**config.mk**
```make
export PLATFORM = sky130hd
export DESIGN_NAME = c64_loader_top
export DESIGN_NICKNAME = d
export VERILOG_FILES = /design/src/loader_pkg.sv /design/src/c64_loader_top.sv /design/src/autostart_keys.sv /design/src/crt_parser.sv /design/src/prg_loader.sv /design/src/mem_write_port.sv
export SDC_FILE = /design/constraint.sdc
export NUM_CORES = 1
export LEC_CHECK = 0
export BUFFER_PORTS_ARGS = -buffer_cell sky130_fd_sc_hd__buf_2
export CORE_ASPECT_RATIO = 2
export CORE_MARGIN = 2
export CORE_UTILIZATION = 30
export CTS_CLUSTER_DIAMETER = 100
export DETAILED_ROUTE_END_ITERATION = 8
export SETUP_SLACK_MARGIN = 0.05
export SLEW_MARGIN = 0
export SYNTH_ARGS = -nofsm -noshare
export SYNTH_HDL_FRONTEND = slang
export SYNTH_SLANG_ARGS = --single-unit
```
**constraint.sdc**
```tcl
create_clock -name clk_sys -period 5.7 [get_ports clk_sys]
set_input_delay 1.71 -clock clk_sys [delete_from_list [all_inputs] [get_ports clk_sys]]
set_output_delay 1.71 -clock clk_sys [all_outputs]
set_load 0.03 [all_outputs]
```
**src/loader_pkg.sv**
```systemverilog
package loader_pkg;

	// ====================
	// Memory and file layout
	// ====================
	localparam int ADDR_W = 25;
	localparam int KEY_W  = 11;

	// ioctl index codes
	localparam logic [7:0] IDX_PRG     = 8'h04;
	localparam logic [7:0] IDX_CRT     = 8'h05;
	localparam logic [7:0] IDX_CRT_ALT = 8'hC0;

	localparam logic [ADDR_W-1:0] CRT_BASE       = 25'h100000;
	localparam logic [ADDR_W-1:0] MEMINIT_END    = 25'h000100;
	localparam logic [ADDR_W-1:0] CRT_DATA_START = 25'h000040;

	// Cartridge file header offsets
	localparam logic [ADDR_W-1:0] CRT_OFS_ID    = 25'h000016;
	localparam logic [ADDR_W-1:0] CRT_OFS_EXROM = 25'h000018;
	localparam logic [ADDR_W-1:0] CRT_OFS_GAME  = 25'h000019;
	localparam int CHIP_HDR_LEN = 16;

	// Zero page BASIC pointers, low byte address of each pair
	localparam logic [7:0] ZP_TXT      = 8'h2B;
	localparam logic [7:0] ZP_VAR      = 8'h2D;
	localparam logic [7:0] ZP_ARY      = 8'h2F;
	localparam logic [7:0] ZP_STR      = 8'h31;
	localparam logic [7:0] ZP_SAVE     = 8'hAC;
	localparam logic [7:0] ZP_LOAD_END = 8'hAE;

	// ====================
	// Autostart key table
	// ====================
	localparam int KEY_GAP    = 64;
	localparam int KEY_GAP_W  = $clog2(KEY_GAP + 1);
	localparam int KEY_STEPS  = 16;
	localparam int KEY_STEP_W = $clog2(KEY_STEPS);

	localparam logic [7:0] PS2_SHIFT  = 8'h12;
	localparam logic [7:0] PS2_HOME   = 8'h6C;
	localparam logic [7:0] PS2_R      = 8'h2D;
	localparam logic [7:0] PS2_U      = 8'h3C;
	localparam logic [7:0] PS2_N      = 8'h31;
	localparam logic [7:0] PS2_RETURN = 8'h5A;

	// ====================
	// Types
	// ====================
	typedef enum logic [1:0] {
		KIND_NONE,
		KIND_PRG,
		KIND_CRT
	} file_kind_e;

	// Step 0 is pass-through, step 15 ends the sequence
	typedef enum logic [KEY_STEP_W-1:0] {
		STEP_IDLE,
		STEP_SHIFT,
		STEP_HOME,
		STEP_HOLD_3,
		STEP_HOLD_4,
		STEP_UNSHIFT,
		STEP_HOLD_6,
		STEP_R,
		STEP_HOLD_8,
		STEP_U,
		STEP_HOLD_10,
		STEP_N,
		STEP_HOLD_12,
		STEP_RETURN,
		STEP_HOLD_14,
		STEP_END
	} key_step_e;

	typedef struct packed {
		logic [ADDR_W-1:0] addr;
		logic [7:0]        data;
	} mem_req_t;

	typedef struct packed {
		logic              download;
		logic              wr;
		logic [7:0]        index;
		logic [ADDR_W-1:0] addr;
		logic [7:0]        data;
	} ioctl_t;

	typedef struct packed {
		logic [15:0] id;
		logic [7:0]  exrom;
		logic [7:0]  game;
		logic [7:0]  bank_type;
		logic [15:0] bank_num;
		logic [15:0] bank_laddr;
		logic [15:0] bank_size;
	} cart_hdr_t;

endpackage
```
**src/c64_loader_top.sv**
```systemverilog
module c64_loader_top (
	input  logic                         clk_sys,
	input  logic                         reset_n,
	input  loader_pkg::ioctl_t           ioctl_i,
	output logic                         ioctl_wait_o,
	input  logic                         io_cycle_i,
	output logic                         mem_we_o,
	output loader_pkg::mem_req_t         mem_req_o,
	input  logic [loader_pkg::KEY_W-1:0] ps2_key_i,
	output logic [loader_pkg::KEY_W-1:0] key_o,
	output loader_pkg::cart_hdr_t        cart_hdr_o,
	output logic                         cart_hdr_wr_o,
	output logic                         cart_attached_o
);

	loader_pkg::file_kind_e kind;
	logic                   busy;
	logic                   prg_req;
	logic                   crt_req;
	logic                   port_req;
	logic                   start_keys;
	loader_pkg::mem_req_t   prg_req_data;
	loader_pkg::mem_req_t   crt_req_data;
	loader_pkg::mem_req_t   port_req_data;

	// File kind from the download index
	always_comb begin
		if (ioctl_i.index == loader_pkg::IDX_PRG) begin
			kind = loader_pkg::KIND_PRG;
		end else if ((ioctl_i.index == loader_pkg::IDX_CRT) ||
				(ioctl_i.index == loader_pkg::IDX_CRT_ALT)) begin
			kind = loader_pkg::KIND_CRT;
		end else begin
			kind = loader_pkg::KIND_NONE;
		end
	end

	assign port_req      = (kind == loader_pkg::KIND_PRG) ? prg_req :
		(kind == loader_pkg::KIND_CRT) ? crt_req : 1'b0;
	assign port_req_data = (kind == loader_pkg::KIND_CRT) ? crt_req_data : prg_req_data;
	assign ioctl_wait_o  = busy;

	prg_loader prg_loader_i (
		.clk_sys   (clk_sys),
		.reset_n   (reset_n),
		.enable_i  (kind == loader_pkg::KIND_PRG),
		.ioctl_i   (ioctl_i),
		.busy_i    (busy),
		.req_o     (prg_req),
		.req_data_o(prg_req_data),
		.start_o   (start_keys)
	);

	crt_parser crt_parser_i (
		.clk_sys        (clk_sys),
		.reset_n        (reset_n),
		.enable_i       (kind == loader_pkg::KIND_CRT),
		.ioctl_i        (ioctl_i),
		.req_o          (crt_req),
		.req_data_o     (crt_req_data),
		.cart_hdr_o     (cart_hdr_o),
		.cart_hdr_wr_o  (cart_hdr_wr_o),
		.cart_attached_o(cart_attached_o)
	);

	mem_write_port mem_write_port_i (
		.clk_sys   (clk_sys),
		.reset_n   (reset_n),
		.req_i     (port_req),
		.req_data_i(port_req_data),
		.busy_o    (busy),
		.io_cycle_i(io_cycle_i),
		.mem_we_o  (mem_we_o),
		.mem_req_o (mem_req_o)
	);

	autostart_keys autostart_keys_i (
		.clk_sys  (clk_sys),
		.reset_n  (reset_n),
		.start_i  (start_keys),
		.ps2_key_i(ps2_key_i),
		.key_o    (key_o)
	);

endmodule

```
**src/autostart_keys.sv**
```systemverilog
module autostart_keys (
	input  logic                         clk_sys,
	input  logic                         reset_n,
	input  logic                         start_i,
	input  logic [loader_pkg::KEY_W-1:0] ps2_key_i,
	output logic [loader_pkg::KEY_W-1:0] key_o
);

	loader_pkg::key_step_e            step;
	logic [loader_pkg::KEY_GAP_W-1:0] gap_cnt;
	logic [loader_pkg::KEY_W-1:0]     key_q;
	logic [loader_pkg::KEY_W-1:0]     step_key;
	logic                             step_tick;

	assign step_tick = (gap_cnt == loader_pkg::KEY_GAP_W'(loader_pkg::KEY_GAP));

	// Key sent when leaving the current step
	always_comb begin
		step_key = key_q;
		case (step)
			loader_pkg::STEP_SHIFT,
			loader_pkg::STEP_UNSHIFT: step_key = {3'b000, loader_pkg::PS2_SHIFT};
			loader_pkg::STEP_HOME:    step_key = {3'b000, loader_pkg::PS2_HOME};
			loader_pkg::STEP_R:       step_key = {3'b000, loader_pkg::PS2_R};
			loader_pkg::STEP_U:       step_key = {3'b000, loader_pkg::PS2_U};
			loader_pkg::STEP_N:       step_key = {3'b000, loader_pkg::PS2_N};
			loader_pkg::STEP_RETURN:  step_key = {3'b000, loader_pkg::PS2_RETURN};
			default: ;
		endcase
		// Press or release follows the step parity
		step_key[9] = step[0];
	end

	// ====================
	// Step sequencer
	// ====================
	always_ff @(posedge clk_sys) begin
		if (!reset_n) begin
			step    <= loader_pkg::STEP_IDLE;
			gap_cnt <= '0;
		end else if (start_i) begin
			step    <= loader_pkg::STEP_SHIFT;
			gap_cnt <= '0;
		end else if (step != loader_pkg::STEP_IDLE) begin
			if (step_tick) begin
				gap_cnt <= '0;
				if (step == loader_pkg::STEP_END) begin
					step <= loader_pkg::STEP_IDLE;
				end else begin
					step <= loader_pkg::key_step_e'(step + 1'b1);
				end
			end else begin
				gap_cnt <= gap_cnt + 1'b1;
			end
		end
	end

	// Sequence starts from the last host key
	always_ff @(posedge clk_sys) begin
		if (step == loader_pkg::STEP_IDLE) begin
			key_q <= ps2_key_i;
		end else if (step_tick) begin
			key_q <= step_key;
		end
	end

	assign key_o = (step == loader_pkg::STEP_IDLE) ? ps2_key_i : key_q;

endmodule

```
**src/crt_parser.sv**
```systemverilog
module crt_parser (
	input  logic                  clk_sys,
	input  logic                  reset_n,
	input  logic                  enable_i,
	input  loader_pkg::ioctl_t    ioctl_i,
	output logic                  req_o,
	output loader_pkg::mem_req_t  req_data_o,
	output loader_pkg::cart_hdr_t cart_hdr_o,
	output logic                  cart_hdr_wr_o,
	output logic                  cart_attached_o
);

	localparam int HDR_CNT_W = $clog2(loader_pkg::CHIP_HDR_LEN);

	logic                          download_d;
	logic                          chip_byte;
	logic                          hdr_byte;
	logic [HDR_CNT_W-1:0]          hdr_cnt;
	logic [31:0]                   blk_len;
	logic [loader_pkg::ADDR_W-1:0] load_addr;

	// Anything past the file header belongs to a chip packet
	assign chip_byte = enable_i && ioctl_i.wr && (ioctl_i.addr >= loader_pkg::CRT_DATA_START);
	assign hdr_byte  = chip_byte && (hdr_cnt != '0);

	assign req_o = chip_byte && (hdr_cnt == '0) && (blk_len != '0);

	always_comb begin
		req_data_o.addr = load_addr;
		req_data_o.data = ioctl_i.data;
	end

	// ====================
	// Packet walk
	// ====================
	always_ff @(posedge clk_sys) begin
		if (!reset_n) begin
			download_d      <= 1'b0;
			hdr_cnt         <= '0;
			blk_len         <= '0;
			load_addr       <= loader_pkg::CRT_BASE;
			cart_hdr_wr_o   <= 1'b0;
			cart_attached_o <= 1'b0;
		end else begin
			download_d    <= ioctl_i.download;
			cart_hdr_wr_o <= 1'b0;
			if (enable_i && ioctl_i.wr && (ioctl_i.addr == '0)) begin
				load_addr <= loader_pkg::CRT_BASE;
				blk_len   <= '0;
				hdr_cnt   <= '0;
			end
			if (chip_byte) begin
				if ((hdr_cnt == '0) && (blk_len == '0)) begin
					// New chip packet, data starts on an 8 KB boundary
					hdr_cnt <= 1;
					if (load_addr[12:0] != '0) begin
						load_addr <= {load_addr[loader_pkg::ADDR_W-1:13] + 1'b1, 13'd0};
					end
				end else if (hdr_cnt != '0) begin
					hdr_cnt <= hdr_cnt + 1'b1;
					case (hdr_cnt)
						4:       blk_len[31:24] <= ioctl_i.data;
						5:       blk_len[23:16] <= ioctl_i.data;
						6:       blk_len[15:8]  <= ioctl_i.data;
						7:       blk_len[7:0]   <= ioctl_i.data;
						// Packet length counts its own header
						8:       blk_len <= blk_len - 32'(loader_pkg::CHIP_HDR_LEN);
						15:      cart_hdr_wr_o  <= 1'b1;
						default: ;
					endcase
				end else begin
					blk_len   <= blk_len - 1'b1;
					load_addr <= load_addr + 1'b1;
				end
			end
			// Detached while loading, attached once the file is in
			if (enable_i && (download_d != ioctl_i.download)) begin
				cart_attached_o <= download_d;
			end
		end
	end

	// ====================
	// Header fields
	// ====================
	always_ff @(posedge clk_sys) begin
		if (enable_i && ioctl_i.wr) begin
			if (ioctl_i.addr == loader_pkg::CRT_OFS_ID) begin
				cart_hdr_o.id[15:8] <= ioctl_i.data;
			end
			if (ioctl_i.addr == loader_pkg::CRT_OFS_ID + 1'b1) begin
				cart_hdr_o.id[7:0] <= ioctl_i.data;
			end
			if (ioctl_i.addr == loader_pkg::CRT_OFS_EXROM) begin
				cart_hdr_o.exrom <= ioctl_i.data;
			end
			if (ioctl_i.addr == loader_pkg::CRT_OFS_GAME) begin
				cart_hdr_o.game <= ioctl_i.data;
			end
		end
		if (hdr_byte) begin
			case (hdr_cnt)
				9:       cart_hdr_o.bank_type        <= ioctl_i.data;
				10:      cart_hdr_o.bank_num[15:8]   <= ioctl_i.data;
				11:      cart_hdr_o.bank_num[7:0]    <= ioctl_i.data;
				12:      cart_hdr_o.bank_laddr[15:8] <= ioctl_i.data;
				13:      cart_hdr_o.bank_laddr[7:0]  <= ioctl_i.data;
				14:      cart_hdr_o.bank_size[15:8]  <= ioctl_i.data;
				15:      cart_hdr_o.bank_size[7:0]   <= ioctl_i.data;
				default: ;
			endcase
		end
	end

endmodule

```
**src/prg_loader.sv**
```systemverilog
module prg_loader (
	input  logic                 clk_sys,
	input  logic                 reset_n,
	input  logic                 enable_i,
	input  loader_pkg::ioctl_t   ioctl_i,
	input  logic                 busy_i,
	output logic                 req_o,
	output loader_pkg::mem_req_t req_data_o,
	output logic                 start_o
);

	typedef enum logic [1:0] {
		PRG_LOAD,
		PRG_INIT_SCAN,
		PRG_INIT_WAIT
	} prg_state_e;

	prg_state_e                    state;
	logic                          download_d;
	logic                          meminit_d;
	logic                          meminit;
	logic                          data_wr;
	logic                          init_req;
	logic                          init_hit;
	logic [7:0]                    init_data;
	logic [15:0]                   load_addr;
	logic [15:0]                   end_addr;
	logic [loader_pkg::ADDR_W-1:0] init_addr;

	assign meminit = (state != PRG_LOAD);

	// Bytes from offset 2 on are program data
	assign data_wr = enable_i && (state == PRG_LOAD) && ioctl_i.wr &&
		(ioctl_i.addr[loader_pkg::ADDR_W-1:1] != '0);

	// BASIC pointer values, as left behind by LOAD
	always_comb begin
		init_hit  = 1'b1;
		init_data = 8'h00;
		case (init_addr[7:0])
			loader_pkg::ZP_TXT:             init_data = 8'h01;
			loader_pkg::ZP_TXT + 8'd1:      init_data = 8'h08;
			loader_pkg::ZP_SAVE,
			loader_pkg::ZP_SAVE + 8'd1:     init_data = 8'h00;
			loader_pkg::ZP_VAR,
			loader_pkg::ZP_ARY,
			loader_pkg::ZP_STR,
			loader_pkg::ZP_LOAD_END:        init_data = end_addr[7:0];
			loader_pkg::ZP_VAR + 8'd1,
			loader_pkg::ZP_ARY + 8'd1,
			loader_pkg::ZP_STR + 8'd1,
			loader_pkg::ZP_LOAD_END + 8'd1: init_data = end_addr[15:8];
			default:                        init_hit = 1'b0;
		endcase
	end

	assign init_req = (state == PRG_INIT_SCAN) && (init_addr != loader_pkg::MEMINIT_END) &&
		init_hit && !busy_i;

	assign req_o = data_wr || init_req;

	always_comb begin
		if (state == PRG_LOAD) begin
			req_data_o.addr = {{(loader_pkg::ADDR_W - 16){1'b0}}, load_addr};
			req_data_o.data = ioctl_i.data;
		end else begin
			req_data_o.addr = init_addr;
			req_data_o.data = init_data;
		end
	end

	// ====================
	// Meminit FSM
	// ====================
	always_ff @(posedge clk_sys) begin
		if (!reset_n) begin
			state      <= PRG_LOAD;
			init_addr  <= '0;
			download_d <= 1'b0;
			meminit_d  <= 1'b0;
			start_o    <= 1'b0;
		end else begin
			download_d <= ioctl_i.download;
			meminit_d  <= meminit;
			start_o    <= meminit_d && !meminit;
			case (state)
				PRG_LOAD: begin
					if (enable_i && download_d && !ioctl_i.download) begin
						state     <= PRG_INIT_SCAN;
						init_addr <= '0;
					end
				end
				PRG_INIT_SCAN: begin
					if (init_addr == loader_pkg::MEMINIT_END) begin
						state <= PRG_LOAD;
					end else if (init_hit) begin
						// Last data byte may still sit in the port
						if (!busy_i) begin
							state <= PRG_INIT_WAIT;
						end
					end else begin
						init_addr <= init_addr + 1'b1;
					end
				end
				default: begin
					if (!busy_i) begin
						init_addr <= init_addr + 1'b1;
						state     <= PRG_INIT_SCAN;
					end
				end
			endcase
		end
	end

	// Load and end address from the two header bytes
	always_ff @(posedge clk_sys) begin
		if (enable_i && (state == PRG_LOAD) && ioctl_i.wr) begin
			if (ioctl_i.addr == '0) begin
				load_addr[7:0] <= ioctl_i.data;
				end_addr[7:0]  <= ioctl_i.data;
			end else if (ioctl_i.addr == 1) begin
				load_addr[15:8] <= ioctl_i.data;
				end_addr[15:8]  <= ioctl_i.data;
			end else begin
				load_addr <= load_addr + 1'b1;
				end_addr  <= end_addr + 1'b1;
			end
		end
	end

endmodule

```
**src/mem_write_port.sv**
```systemverilog
module mem_write_port (
	input  logic                 clk_sys,
	input  logic                 reset_n,
	input  logic                 req_i,
	input  loader_pkg::mem_req_t req_data_i,
	output logic                 busy_o,
	input  logic                 io_cycle_i,
	output logic                 mem_we_o,
	output loader_pkg::mem_req_t mem_req_o
);

	logic                 pending;
	logic                 io_cycle_d;
	logic                 window_start;
	loader_pkg::mem_req_t held_q;

	// First low cycle of io_cycle opens a write window
	assign window_start = io_cycle_d & ~io_cycle_i;

	// ====================
	// Buffer control
	// ====================
	always_ff @(posedge clk_sys) begin
		if (!reset_n) begin
			pending    <= 1'b0;
			io_cycle_d <= 1'b0;
			mem_we_o   <= 1'b0;
		end else begin
			io_cycle_d <= io_cycle_i;
			mem_we_o   <= 1'b0;
			if (pending && window_start) begin
				// Write goes out and the entry frees in the same cycle
				mem_we_o <= 1'b1;
				pending  <= 1'b0;
			end else if (req_i && !pending) begin
				pending <= 1'b1;
			end
		end
	end

	// Held request, stable while the write is on the bus
	always_ff @(posedge clk_sys) begin
		if (req_i && !pending) begin
			held_q <= req_data_i;
		end
	end

	assign busy_o    = pending;
	assign mem_req_o = held_q;

endmodule

```
# Word-level counts from Yosys, hierarchy flattened
# Index checks and enable logic that the tools add are counted.
dict set report classes {
  add_sub_neg 10
  magnitude_cmp 1
  eq_ne 54
  muxes 53
  n_bitwise 6
  n_reduce_logical 64
}
# operator n
set op_table {}
lappend op_table {{two-way mux 25 bit} 9}
lappend op_table {{two-way mux 32 bit} 4}
lappend op_table {{equality test 25 x 5 -> 1 bit (second input constant)} 4}
lappend op_table {{two-way mux 33 bit} 2}
lappend op_table {{case mux 11 bit (6 select lines)} 1}
lappend op_table {{equality test 8 x 6 -> 1 bit (second input constant)} 8}
lappend op_table {{case mux 8 bit (2 select lines)} 4}
lappend op_table {{adder 25 x 1 -> 25 bit (second input constant)} 2}
lappend op_table {{case mux 25 bit (2 select lines)} 1}
lappend op_table {{equality test 4 bit (second input constant)} 12}
lappend op_table {{two-way mux 8 bit} 6}
lappend op_table {{equality test 8 bit (second input constant)} 5}
lappend op_table {{two-way mux 11 bit} 3}
lappend op_table {{adder 16 x 1 -> 16 bit (second input constant)} 2}
lappend op_table {{logical NOT 32 bit} 1}
lappend op_table {{case mux 8 bit (4 select lines)} 1}
lappend op_table {{AND reduction 2 bit} 16}
lappend op_table {{nonzero test 32 bit} 1}
lappend op_table {{subtractor 32 x 1 -> 32 bit (second input constant)} 1}
lappend op_table {{subtractor 32 x 5 -> 32 bit (second input constant)} 1}
lappend op_table {{equality test 25 x 1 -> 1 bit (second input constant)} 1}
lappend op_table {{equality test 25 x 9 -> 1 bit (second input constant)} 1}
lappend op_table {{>= comparator 25 x 7 -> 1 bit (second input constant)} 1}
lappend op_table {{logical NOT 25 bit} 1}
lappend op_table {{other kinds (37)} 100}
dict set report word_totals {
  register_bits 271
  inputBits 57
  output_inout_bits 136
  word_cells 223
}

# Depth between registers and ports, before layout
# Gate-level depths: netlist of the first run.
dict set report depth {
  ltp_word 12
  depth_mapped 10
  ltp_nobuf 8
}

# By module
# A second synthesis of the first run with hierarchy kept.
dict set report hier_totals {
  cells_unflattened 1501
  area_unflattened_um2 14682.8
}
# mod n_inst cells_per_inst area_each_um2
set modules_own_cells {}
lappend modules_own_cells {crt_parser 1 751 7519.7}
lappend modules_own_cells {prg_loader 1 498 4200.3}
lappend modules_own_cells {autostart_keys 1 161 1358.8}
lappend modules_own_cells {mem_write_port 1 42 1091.0}
lappend modules_own_cells {c64_loader_top 1 49 513.0}

# Worst setup path after synthesis of the first run
# No wires, ideal clock.
dict set report synth_timing {
  kind {input -> register}
  from {input port ioctl_i[34] in the netlist's numbering}
  to {register mem_write_port_i.held_q (netlist bit mem_write_port_i.mem_req_o[0]), enable pin}
  setup_ps 474
  t_arrival_ps 5432
  setup_slack_ps -206
  cell_stages 5
  path_cell_list {nor4_2 > o211a_1 > o211ai_1 > or2_1 > a211oi_1}
}
dict set report synth_via {
  elab_chain_len 12
}
# item line_no
set synth_lines {}
lappend synth_lines {{start, declared} c64_loader_top.sv:4} ;# input loader_pkg::ioctl_t ioctl_i,
lappend synth_lines {{equality test 8 x 3 -> 1 bit or equality test 8 bit (tied branches)} {c64_loader_top.sv:30, c64_loader_top.sv:31}}
lappend synth_lines {{logical OR 1 bit} c64_loader_top.sv:30} ;# end else if ((ioctl_i.index == loader_pkg::IDX_CRT) ||
lappend synth_lines {{two-way mux 2 bit} c64_loader_top.sv:30}
lappend synth_lines {{two-way mux 2 bit (*)} c64_loader_top.sv:28} ;# if (ioctl_i.index == loader_pkg::IDX_PRG) begin
lappend synth_lines {{equality test 2 bit} {c64_loader_top.sv:39, c64_loader_top.sv:57}}
lappend synth_lines {{logical AND 1 bit (2 in a row)} crt_parser.sv:23} ;# assign chip_byte = enable_i && ioctl_i.wr && (ioctl_i.addr >= loader_pkg::CRT_DATA_START);
lappend synth_lines {{logical AND 1 bit (2 in a row)} crt_parser.sv:26} ;# assign req_o = chip_byte && (hdr_cnt == '0) && (blk_len != '0);
lappend synth_lines {{two-way mux 1 bit} c64_loader_top.sv:39} ;# (kind == loader_pkg::KIND_CRT) ? crt_req : 1'b0;
lappend synth_lines {{two-way mux 1 bit (*)} c64_loader_top.sv:38} ;# assign port_req = (kind == loader_pkg::KIND_PRG) ? prg_req :
lappend synth_lines {{logical AND 1 bit (*)} mem_write_port.sv:43} ;# if (req_i && !pending) begin
lappend synth_lines {{end signal, assigned} mem_write_port.sv:44} ;# held_q <= req_data_i;
lappend synth_lines {{end, declared} mem_write_port.sv:15} ;# loader_pkg::mem_req_t held_q;
# Mark *: on every way between the ends. The rest lies on a longest branch, timed or not.
# A chain may end at the register's enable or synchronous reset.

# Worst setup path after layout of the first run
dict set report layout_timing {
  from {register autostart_keys_i.step[0]}
  to {output port key_o[8] in the netlist's numbering}
}
dict set report layout_via {
  elab_chain_len 2
}
# item line_no
set layout_lines {}
lappend layout_lines {{start, declared} autostart_keys.sv:9} ;# loader_pkg::key_step_e step;
lappend layout_lines {{start signal, assigned} autostart_keys.sv:39} ;# step <= loader_pkg::STEP_IDLE;
lappend layout_lines {{start signal, assigned} autostart_keys.sv:42} ;# step <= loader_pkg::STEP_SHIFT;
lappend layout_lines {{start signal, assigned} autostart_keys.sv:48} ;# step <= loader_pkg::STEP_IDLE;
lappend layout_lines {{logical NOT 4 bit} autostart_keys.sv:67} ;# assign key_o = (step == loader_pkg::STEP_IDLE) ? ps2_key_i : key_q;
lappend layout_lines {{two-way mux 11 bit} autostart_keys.sv:67}
lappend layout_lines {{end, declared} c64_loader_top.sv:10} ;# output logic [loader_pkg::KEY_W-1:0] key_o,
# Every way passes these cells.

==> metrics.txt, run 1 <==
status finished clean; iteration count of the initial detailed-routing pass 5; share of cells above drive strength 1 19.20%; P&R area growth vs syn 18.36%; Overall Power 0.004239 W; Worst path max stage delay between 0.5 and 0.6 ns; Setup Slack @ Placement around 1.1 ns; VDD IR-drop max 0.1970 mV; # IOs ~190; setup_tns 0 ns; Post-Synthesis Cell Area 13,820 um2; via count between 10,000 and 15,000; CTS Buffer Depth 3; critical path capture point type primary output; yosys synthesis warning count 0; Die Width between 150 and 200 um; Reg clk slew, reported paths 0.07 ns; Post-Route Utilization around 36%; Initial Util a little under a third; Skew-Pair Late Insertion Delay about 0.56 ns; TritonCTS clock tree yes; Yosys cell types 89; Pleak around 6.2 nW; Clock Sinks roughly 270; Final WS setup about 1.2 ns; Post-synth EDFFs roughly 160; Seq/Total Area, Yosys between 50% and 60%; Crit Path Max Fanout 17; Logic pwr share under 10%; pins over their slew limit 0; Worst EP required approximately 4 ns; Final Hold Viols 0; Crit path max-delay family simple AND/OR/NAND/NOR gates; RSZ-0062 raised after global routing false; Crit. Startpoint autostart_keys_i.step[0]$_SDFFE_PN0P_; clock power share 46.5%; gr usage total 18.92%; TritonCTS Buffers 26; Root Buffer Master clkbuf_16; top post-synthesis cells by area edfxtp_1 36%, dfxtp_1 16%, nand2_1 4.2%; worst hold path type reg -> reg; Final Critical Period about 4.5 ns; largest net degree at the start of global routing 46; pwr/cell area approximately 260 nW/um2; Peak Freq 220.9 MHz; Filler cells approximately 4,500; Sw Ratio between 20% and 30%; # resized after CTS 0; Post-Syn Area per Cell 9.842 um2; gp weighted congestion 0.9279; nets between 1,500 and 2,000; initial antenna violation count 5; CP Cell Sequence inv_1 > ha_1 > nor2b_1 > nand2_1 > a21o_1 > buf_2; Yosys top cell by area edfxtp_1; Max Cap Viol 0; Worst Tran Pin Value 1.255 ns; DR WL/cell approximately 21 um; crit path launch type register; num rows 111; first-pass GRT wire length about 69 mm; most frequent cells in the layout 192 x buf_2, 164 x edfxtp_1, 155 x nand2_1; DP Wirelength between 30 and 40 mm; commonest non-fill, non-tap cell in the layout buf_2; Crit-path slowest cell nand2_1; total global routing overflow 0; remaining antenna violation count 0; die area about 48,000 um2; top cell type's share of synthesized area a little over a third; drt drc 0; number of global-route vias before repair between 10,000 and 15,000; clk_skew around 0.022 ns; CP arrival about 2.8 ns; Max-slew headroom roughly 16%; Detailed Route WL around 46 mm; Seq pwr share around 49%; Hold Path Origin prg_loader_i.start_o$_SDFF_PN0_; Final setup viols 0; core area roughly 46,000 um2; initial drt markers 915; PortBufs between 150 and 200; H-tree depth reported by CTS 1; CP bufs+invs 2; ys async rst share 0%; Syn Nets 1,482; vias per cell between 5 and 6; Pint 0.003326 W; CP Class reg -> out; setup bufs post-CTS 0; Mapped Cells approximately 1,400; NetSw about 0.0009 W; Synth Register Bits roughly 270; hold_buf cts 0; Die Height a little over 300 um; Worst R2R Start crt_parser_i.hdr_cnt[0]$_SDFF_PN0_; commonest register cell after synthesis edfxtp_1; Final Cycle Share between 70% and 80%
[final timing paths]
check	cells after the start	slack, ns	endpoint
setup / recovery	6	1.17	key_o[8]
hold / removal	2	0.46	autostart_keys_i.step[0]$_SDFFE_PN0P_
setup reg to reg	10	2.32	crt_parser_i.blk_len[2]$_SDFFE_PN0P_
hold reg to reg	2	0.46	autostart_keys_i.step[0]$_SDFFE_PN0P_
[metrics by stage]
| stage | hold WS (ns) | cell area (um2) | std cells |
|---|---|---|---|
| global route | 0.5098 | 16350 | 2159 |
| detailed placement | 0.4509 | 15390 | 2111 |
| global placement | 0.4436 | 15390 | 2111 |
| finish | 0.4564 | 16360 | 2161 |
| CTS | 0.4619 | 16350 | 2159 |
| floorplan | 0.4313 | 13820 | 1404 |
[power groups by stage]
stage	registers, W	clock network (W)	logic [W]
floorplan	0.00213	0	0.0000825
CTS	0.00208	0.00202	0.000182
detailed placement	0.00213	0	0.000181
finish	0.00208	0.00197	0.000181
global route	0.00208	0.00208	0.000194
global placement	0.00213	0	0.000178
[registers in the layout, summed over array words and instances (netlist names), 11 cells and up]
name and count:
prg_loader_i.init_addr 25, crt_parser_i.blk_len 32, mem_write_port_i.mem_req_o 33, crt_parser_i.load_addr 25, prg_loader_i.load_addr 16, prg_loader_i.end_addr 16
crt_parser_i.cart_hdr_o 88, autostart_keys_i.key_q 11
[cells by family (layout without fill, tap and decap cells)]
logic type	count (synthesis)	in the layout	share of synthesized area, %
AOI/OAI and AO/OA	310	310	14.87
xor gates and xnor gates	73	73	4.627
adders and majority gates	21	21	1.901
buffers and inverters	112	302	3.251
DFF	271	271	51.14
muxes	22	22	1.693
other	0	2	0
and+or+nand+nor	595	595	22.52
[layer usage]
layer	share of wire, %	wire (um)	global-route usage, %
met4	5.4	2506	9.793
met5	0.091	42	0
met1	36	16730	20.16
met2	52	24270	35.69
met3	5.9	2723	2.561
[cell type report]
class,count,area [um2],area share [%]
diodes,2,5.005,0.03060
clock buffers,33,708.2,4.330
clock inverters,15,256.5,1.568
inverters,40,150.1,0.9180
multi-input cells,1021,6336,38.74
flip-flops and latches,271,7067,43.21
well taps,565,706.9,4.322
repair buffers,214,1126,6.885
[Yosys cell counts, drive strengths merged, types with 4 or more instances]
library cell,n
a21oi,83
clkbuf,55
a22o,9
nor2b,11
mux2i,11
or2,7
buf,17
o22ai,8
nor4b,7
a22oi,19
nor4,44
nand3,70
inv,40
o21ai,58
mux2,11
and2,16
a31oi,29
dfxtp,107
nor3b,7
or4,15
nor3,38
o2bb2ai,7
nand4,26
nand2,156
o21a,10
o211ai,7
or3,21
and4,6
o31ai,8
a211oi,9
ha,21
and3,33
xor2,45
nand3b,5
o41ai,4
a2111oi,5
nand2b,6
nor2,119
edfxtp,164
a21o,10
o2111ai,5
xnor2,28
[worst min-delay path, cell delays in order, from the launching register on]
cell     delay, ns
dfxtp_1       0.30
inv_1         0.06
a21oi_1       0.06
No activity file was read; power rests on OpenSTA's default activity.
==> inputs of run 2 (changes only) <==
- ABC_AREA: unset -> 1
- clock period: 5.7 -> 4 ns (I/O delays scaled with it)
==> metrics.txt, run 2 <==
status finished clean; yosys synthesis warning count 0 (unchanged); VDD IR-drop max 0.3546 mV (+80%); RSZ-0062 raised after global routing false; setup_tns 0 ns (unchanged); crit path launch type register; DR WL/cell 18.67 um (-13%); die area 52,700 um2 (+10%); PortBufs 192 (unchanged); ys async rst share 0% (unchanged); Reg2Reg Setup Slack 0.91 ns (-1.41 ns); Crit-path slowest cell dfxtp_1; gr usage total 19.84% (+0.92 points); met2 WL 28.08 mm (+16%); Sw Ratio 23.16% (+1.6 points); Max-slew headroom 40.42% (+24 points); vias per cell 5.169 (-6.8%); share of cells above drive strength 1 14.56% (-4.6 points); Pint 0.004642 W (+40%); critical path capture point type primary output; largest net degree at the start of global routing 42 (-8.7%); pins over their slew limit 0 (unchanged); M1 WL 18.14 mm (+8.4%); met3 WL 2.962 mm (+8.8%); via count 14,750 (+23%); Post-Route Utilization 35.85% (+0.052 points); Die Width 163.3 um (+4.9%); core area 50,070 um2 (+9.6%); Worst path max stage delay 0.38 ns (-0.15 ns); gp weighted congestion 1.063 (+15%); Post-synth EDFFs 164 (unchanged); CP Class reg -> out; Seq/Total Area, Yosys 46.39% (-4.7 points); num rows 116 (+4.5%); CTS Buffer Depth 3 (unchanged); Initial Util 30.42% (+0.18 points); WHS 0.4773 ns (+0.02092 ns); top cell type's share of synthesized area 32.33% (-3.3 points); Worst EP required 2.80 ns (-1.19 ns); first-pass GRT wire length 80.39 mm (+16%); commonest register cell after synthesis edfxtp_1; clock power share 46.0% (-0.5 points); CP Cell Sequence inv_1 > ha_1 > nand2_1 > buf_4 > nand2_1 > o21ai_0 > buf_2; hold_buf cts 0 (unchanged); top post-synthesis cells by area edfxtp_1 32%, dfxtp_1 14%, nand2_1 12%; Max Used Layer met4; initial drt markers 1,229 (+34%); Max Cap Viol 0 (unchanged); largest register by flop count crt_parser_i.cart_hdr_o; pwr/cell area 336.5 nW/um2 (+30%); Syn Nets 2,064 (+39%); drt drc 0 (unchanged); nets 2,263 (+37%); Die Height 322.7 um (+4.9%); commonest non-fill, non-tap cell in the layout nand2_1; Yosys top cell by area edfxtp_1; count leader, synth nand2_1; Clock Sinks 271 (unchanged); most frequent cells in the layout 467 x nand2_1, 247 x nor2_1, 216 x inv_1; number of global-route vias before repair 14,460 (+23%); TritonCTS Buffers 25 (-3.8%); Inst Count DP 2,807 (+33%); TritonCTS clock tree yes; H-tree depth reported by CTS 1 (unchanged); Crit Path Max Fanout 30 (+13); top cells by count, synth 467 x nand2_1, 249 x nor2_1, 217 x inv_1, 203 x nand3_1, 164 x edfxtp_1; Final setup viols 0 (unchanged); NetSw 0.001399 W (+53%); Synth Register Bits 271 (unchanged); total global routing overflow 0 (unchanged); remaining antenna violation count 0 (unchanged); initial antenna violation count 0 (-5); Pleak 7.090 nW (+14%); Post-Syn Area per Cell 7.670 um2 (-22%); max FFs per register 88 (unchanged); Final Cycle Share ~80%; clk_skew 0.01752 ns (-0.003990 ns); Peak Freq about 310 MHz; CP arrival 2.00 ns (-0.82 ns); Final Critical Period around 3.2 ns; # IOs 193 (unchanged); Reg clk slew, reported paths 0.07 ns (about the same); Logic pwr share 4.8% (+0.5 points); P&R area growth vs syn 17.84%; worst hold path type reg -> reg; Final WS setup 0.8010 ns (-0.3721 ns); Worst Tran Pin Value 0.8927 ns (-0.3622 ns); Root Buffer Master clkbuf_16; Skew-Pair Late Insertion Delay 0.57 ns (about the same); Yosys cell types 48 (-46%); Post-Synthesis Cell Area 15,230 um2 (+10%); DP Wirelength 40.28 mm (+18%); fin cells 2,853 (+32%); Detailed Route WL 53.28 mm (+15%); # resized after CTS 0 (unchanged); Final Hold Viols 0 (unchanged); Seq pwr share 49.2% (about the same); setup bufs post-CTS 0 (unchanged); Mapped Cells 1,986 (+41%); iteration count of the initial detailed-routing pass 6 (+1); Setup Slack @ Placement 0.4219 ns (-0.6611 ns); most used cell, CP nand2_1; n_diodes 0 (-2)
run 2: changes by cell type in the layout (fill, tap and decap cells not counted), moves of 26 or more:
cell,previous run,this run
and3_1,33,5
nand2_1,155,467
a21oi_1,81,117
nor2_1,118,247
inv_1,40,216
o21ai_0,51,117
a31oi_1,29,3
nand3_1,69,203
nor4_1,37,6
run 2: layer usage:
layer	vias up	global-route usage, %
met5	-	0
met3	188	2.263
met1	6919	19.47
met2	606	37.72
met4	0	14.22
li1	7035	-
run 2: power by group through the flow:
stage	Clock [W]	Combinational [W]	Sequential, W
after global routing	0.00294	0.000314	0.00297
after global placement	0	0.000286	0.00303
final	0.00278	0.000291	0.00297
after CTS	0.00283	0.000291	0.00297
after floorplan	0	0.000146	0.00303
after detailed placement	0	0.000289	0.00303
run 2: critical path, delay by kind of cell, from the launching register on:
| kind | cells | cell delay [ns] |
|---|---|---|
| fa+ha+maj | 1 | 0.21 |
| simple gates | 2 | 0.16 |
| flops | 1 | 0.38 |
| compound gates | 1 | 0.08 |
| buf+inv | 3 | 0.61 |
run 2: final cells by class:
cell class              instances  area (um2)
clock inverters                17       276.5
repair buffers                229        1251
well taps                     649       812.0
flip-flops and latches        271        7067
clock buffers                  29       660.6
multi-input cells            1429        7023
inverters                     229       859.6
fillers                      5219       32120
run 2: path summary, 6_finish.rpt:
path | from | end | cells after the start
worst max-delay path | autostart_keys_i.step[0]$_SDFFE_PN0P_ | key_o[8] | 7
worst min-delay path | crt_parser_i.blk_len[5]$_SDFF_PN0_ | crt_parser_i.blk_len[5]$_SDFF_PN0_ | 2
worst max register to register | crt_parser_i.blk_len[4]$_SDFF_PN0_ | mem_write_port_i.mem_req_o[28]$_DFFE_PP_ | 11
worst min register to register | crt_parser_i.blk_len[5]$_SDFF_PN0_ | crt_parser_i.blk_len[5]$_SDFF_PN0_ | 2
run 2: logic make-up (layout without fill, tap and decap cells):
group | after synthesis | count (layout) | share of synthesized area, %
AOI/OAI and AO/OA | 301 | 301 | 10.87
xor gates and xnor gates | 60 | 60 | 3.450
adders and majority gates | 21 | 21 | 1.725
buffers and inverters | 286 | 504 | 7.533
DFF | 271 | 271 | 46.39
and+or+nand+nor | 1047 | 1047 | 30.03
run 2: stage by stage:
step	total power, W	instance area, um2
2_1_floorplan	0.003179	15230
3_3_place_gp	0.003320	17010
3_5_place_dp	0.003323	17010
4_1_cts	0.006090	17950
5_1_grt	0.006224	17950
6_report	0.006040	17950
==> inputs of run 3 (changes only) <==
- clock period: 4 -> 2.6 ns (I/O delays scaled with it)
==> metrics.txt, run 3 (synthesis results as in run 2) <==
status finished clean; Hold Path Origin ioctl_i[42]; total global routing overflow 0 (unchanged); initial antenna violation count 0 (unchanged); TritonCTS Buffers 25 (unchanged); remaining antenna violation count 0 (unchanged); Detailed Route WL 56.68 mm (+6.4%); share of cells above drive strength 1 19.13% (+4.6 points); H-tree depth reported by CTS 1 (unchanged); RSZ-0062 raised after global routing true; first-pass GRT wire length 84.34 mm (+4.9%); met3 WL 2.864 mm (-3.3%); worst hold path type in -> reg; met2 WL 29.96 mm (+6.7%); Die Width 163.3 um (unchanged); Filler cells 5,142 (-1.5%); Die Height 322.7 um (unchanged); Pleak 7.556 nW (+6.6%); gr usage total 20.90% (+1.1 points); DP Wirelength 43.35 mm (+7.6%); CP Class reg -> out; Final Critical Period about 2.5 ns; Max-slew headroom 43.14% (+2.7 points); Root Buffer Master clkbuf_16; Initial Util 30.42% (unchanged); setup_tns 0 ns (unchanged); drt drc 0 (unchanged); most frequent cells in the layout 451 x nand2_1, 246 x nor2_1, 213 x inv_1; die area 52,700 um2 (unchanged); WHS 0.4133 ns (-0.06404 ns); max FFs per register 88 (unchanged); largest net degree at the start of global routing 37 (-12%); Clock Sinks 271 (unchanged); num rows 116 (unchanged); VDD IR-drop max 0.4677 mV (+32%); M1 WL 19.20 mm (+5.8%); pwr/cell area 476.0 nW/um2 (+41%); PortBufs 192 (unchanged); nets 2,355 (+4.1%); WHS Path Cells 3 (+1); Max Cap Viol 0 (unchanged); n_diodes 0 (unchanged); R2R depth 10 (-1); Overall Power 0.008979 W (+49%); initial drt markers 1,260 (+2.5%); pins over their slew limit 0 (unchanged); P&R area growth vs syn 23.85%; critical path capture point type primary output; hold_buf cts 0 (unchanged); Worst R2R Start crt_parser_i.blk_len[0]$_SDFFE_PN0P_; Worst Tran Pin Value 0.8463 ns (-0.04637 ns); TritonCTS clock tree yes; vias per cell 5.162 (-0.14%); Worst EP required 1.82 ns (-0.98 ns); Reg area 7069 um2 (about the same); CP arrival 1.75 ns (-0.25 ns); via count 15,200 (+3.0%); Final Cycle Share 97.30%; gp weighted congestion 0.9854 (-7.3%); Crit Path Max Fanout 5 (-83%); Reg clk slew, reported paths 0.07 ns (about the same); DR WL/cell 19.25 um (+3.1%); clk_skew 0.01394 ns (-0.003584 ns); # IOs 193 (unchanged); fin cells 2,944 (+3.2%); number of global-route vias before repair 14,900 (+3.0%); Final Hold Viols 0 (unchanged); crit path launch type register; Reg2Reg Setup Slack 0.15 ns (-0.76 ns); reg2reg end mem_write_port_i.mem_req_o[25]$_DFFE_PP_; multi-input logic area 7177 um2 (+2.2%); core area 50,070 um2 (unchanged); Inst Count DP 2,884 (+2.7%); Peak Freq 395.3 MHz; commonest non-fill, non-tap cell in the layout nand2_1; Max Used Layer met4; largest register by flop count crt_parser_i.cart_hdr_o; iteration count of the initial detailed-routing pass 7 (+1); CTS Buffer Depth 3 (unchanged); Skew-Pair Late Insertion Delay 0.58 ns (about the same); Final setup viols 0 (unchanged); Hold EP crt_parser_i.download_d$_SDFF_PN0_
run 3: changes by cell type in the layout (fill, tap and decap cells not counted), sizes merged:
cell      previous run  this run
buf                229       319
clkinvlp             1         7
inv                232       227
clkinv               7        11
bufinv               6         3
clkbuf              29        26
and3                 5         7
run 3: report_power, final:
part | internal (W) | leakage [nW] | switching, W
Combinational | 0.000164 | 4.79 | 0.000351
Sequential | 0.00456 | 2.37 | 0.0000101
Clock | 0.00209 | 0.396 | 0.00180
run 3: worst max-delay path, cell delays in order, from the launching register on:
cell,delay (ns)
dfxtp_2,0.35
inv_4,0.05
ha_4,0.16
nand2_4,0.09
clkinvlp_4,0.10
buf_6,0.15
nand2_4,0.07
nand2_2,0.06
buf_6,0.13
run 3: area by class of cell:
class                      instances  area share (%)
clock buffer                      26           3.336
timing repair buffer             319           11.11
inverter                         229           4.603
clock inverter                    19           1.134
sequential                       271           37.47
multi-input combinational       1431           38.04
tap                              649           4.304
run 3: timing repair:
item / in CTS / in global routing
pin swaps: 0 / 4
buffers inserted: 6 / 7
setup endpoints to repair: 12 / 72
gates cloned: 0 / 2
gates resized for setup: 50 / 19
run 3: worst max path at each step:
stage / endpoint / from / slack [ns] / cells past startpoint
2_1_floorplan: crt_parser_i.cart_hdr_o[40]$_DFFE_PP_ / ioctl_i[38] / -0.05 / 11
3_3_place_gp: crt_parser_i.cart_hdr_o[11]$_DFFE_PP_ / ioctl_i[35] / -0.29 / 13
3_5_place_dp: crt_parser_i.cart_hdr_o[8]$_DFFE_PP_ / ioctl_i[38] / -0.29 / 12
4_1_cts: key_o[5] / autostart_keys_i.step[0]$_SDFFE_PN0P_ / 0.06 / 8
5_1_grt: key_o[0] / autostart_keys_i.step[0]$_SDFFE_PN0P_ / 0.001 / 8
6_report: key_o[2] / autostart_keys_i.step[0]$_SDFFE_PN0P_ / 0.07 / 8
run 3: metrics by stage:
stage | worst slack (ns) | util (%) | cell area, um2
finish | 0.07022 | 37.68 | 18870
detailed placement | -0.2859 | 35.29 | 17670
global placement | -0.2894 | 35.29 | 17670
floorplan | -0.04797 | - | 15250
CTS | 0.06280 | 37.35 | 18700
global route | 0.001121 | 37.68 | 18870
run 3: metal layers:
layer	global-route usage (%)	up-vias
met1	20.07	7148
li1	-	7222
met5	0	-
met4	15.89	0
met3	2.353	216
met2	39.87	611
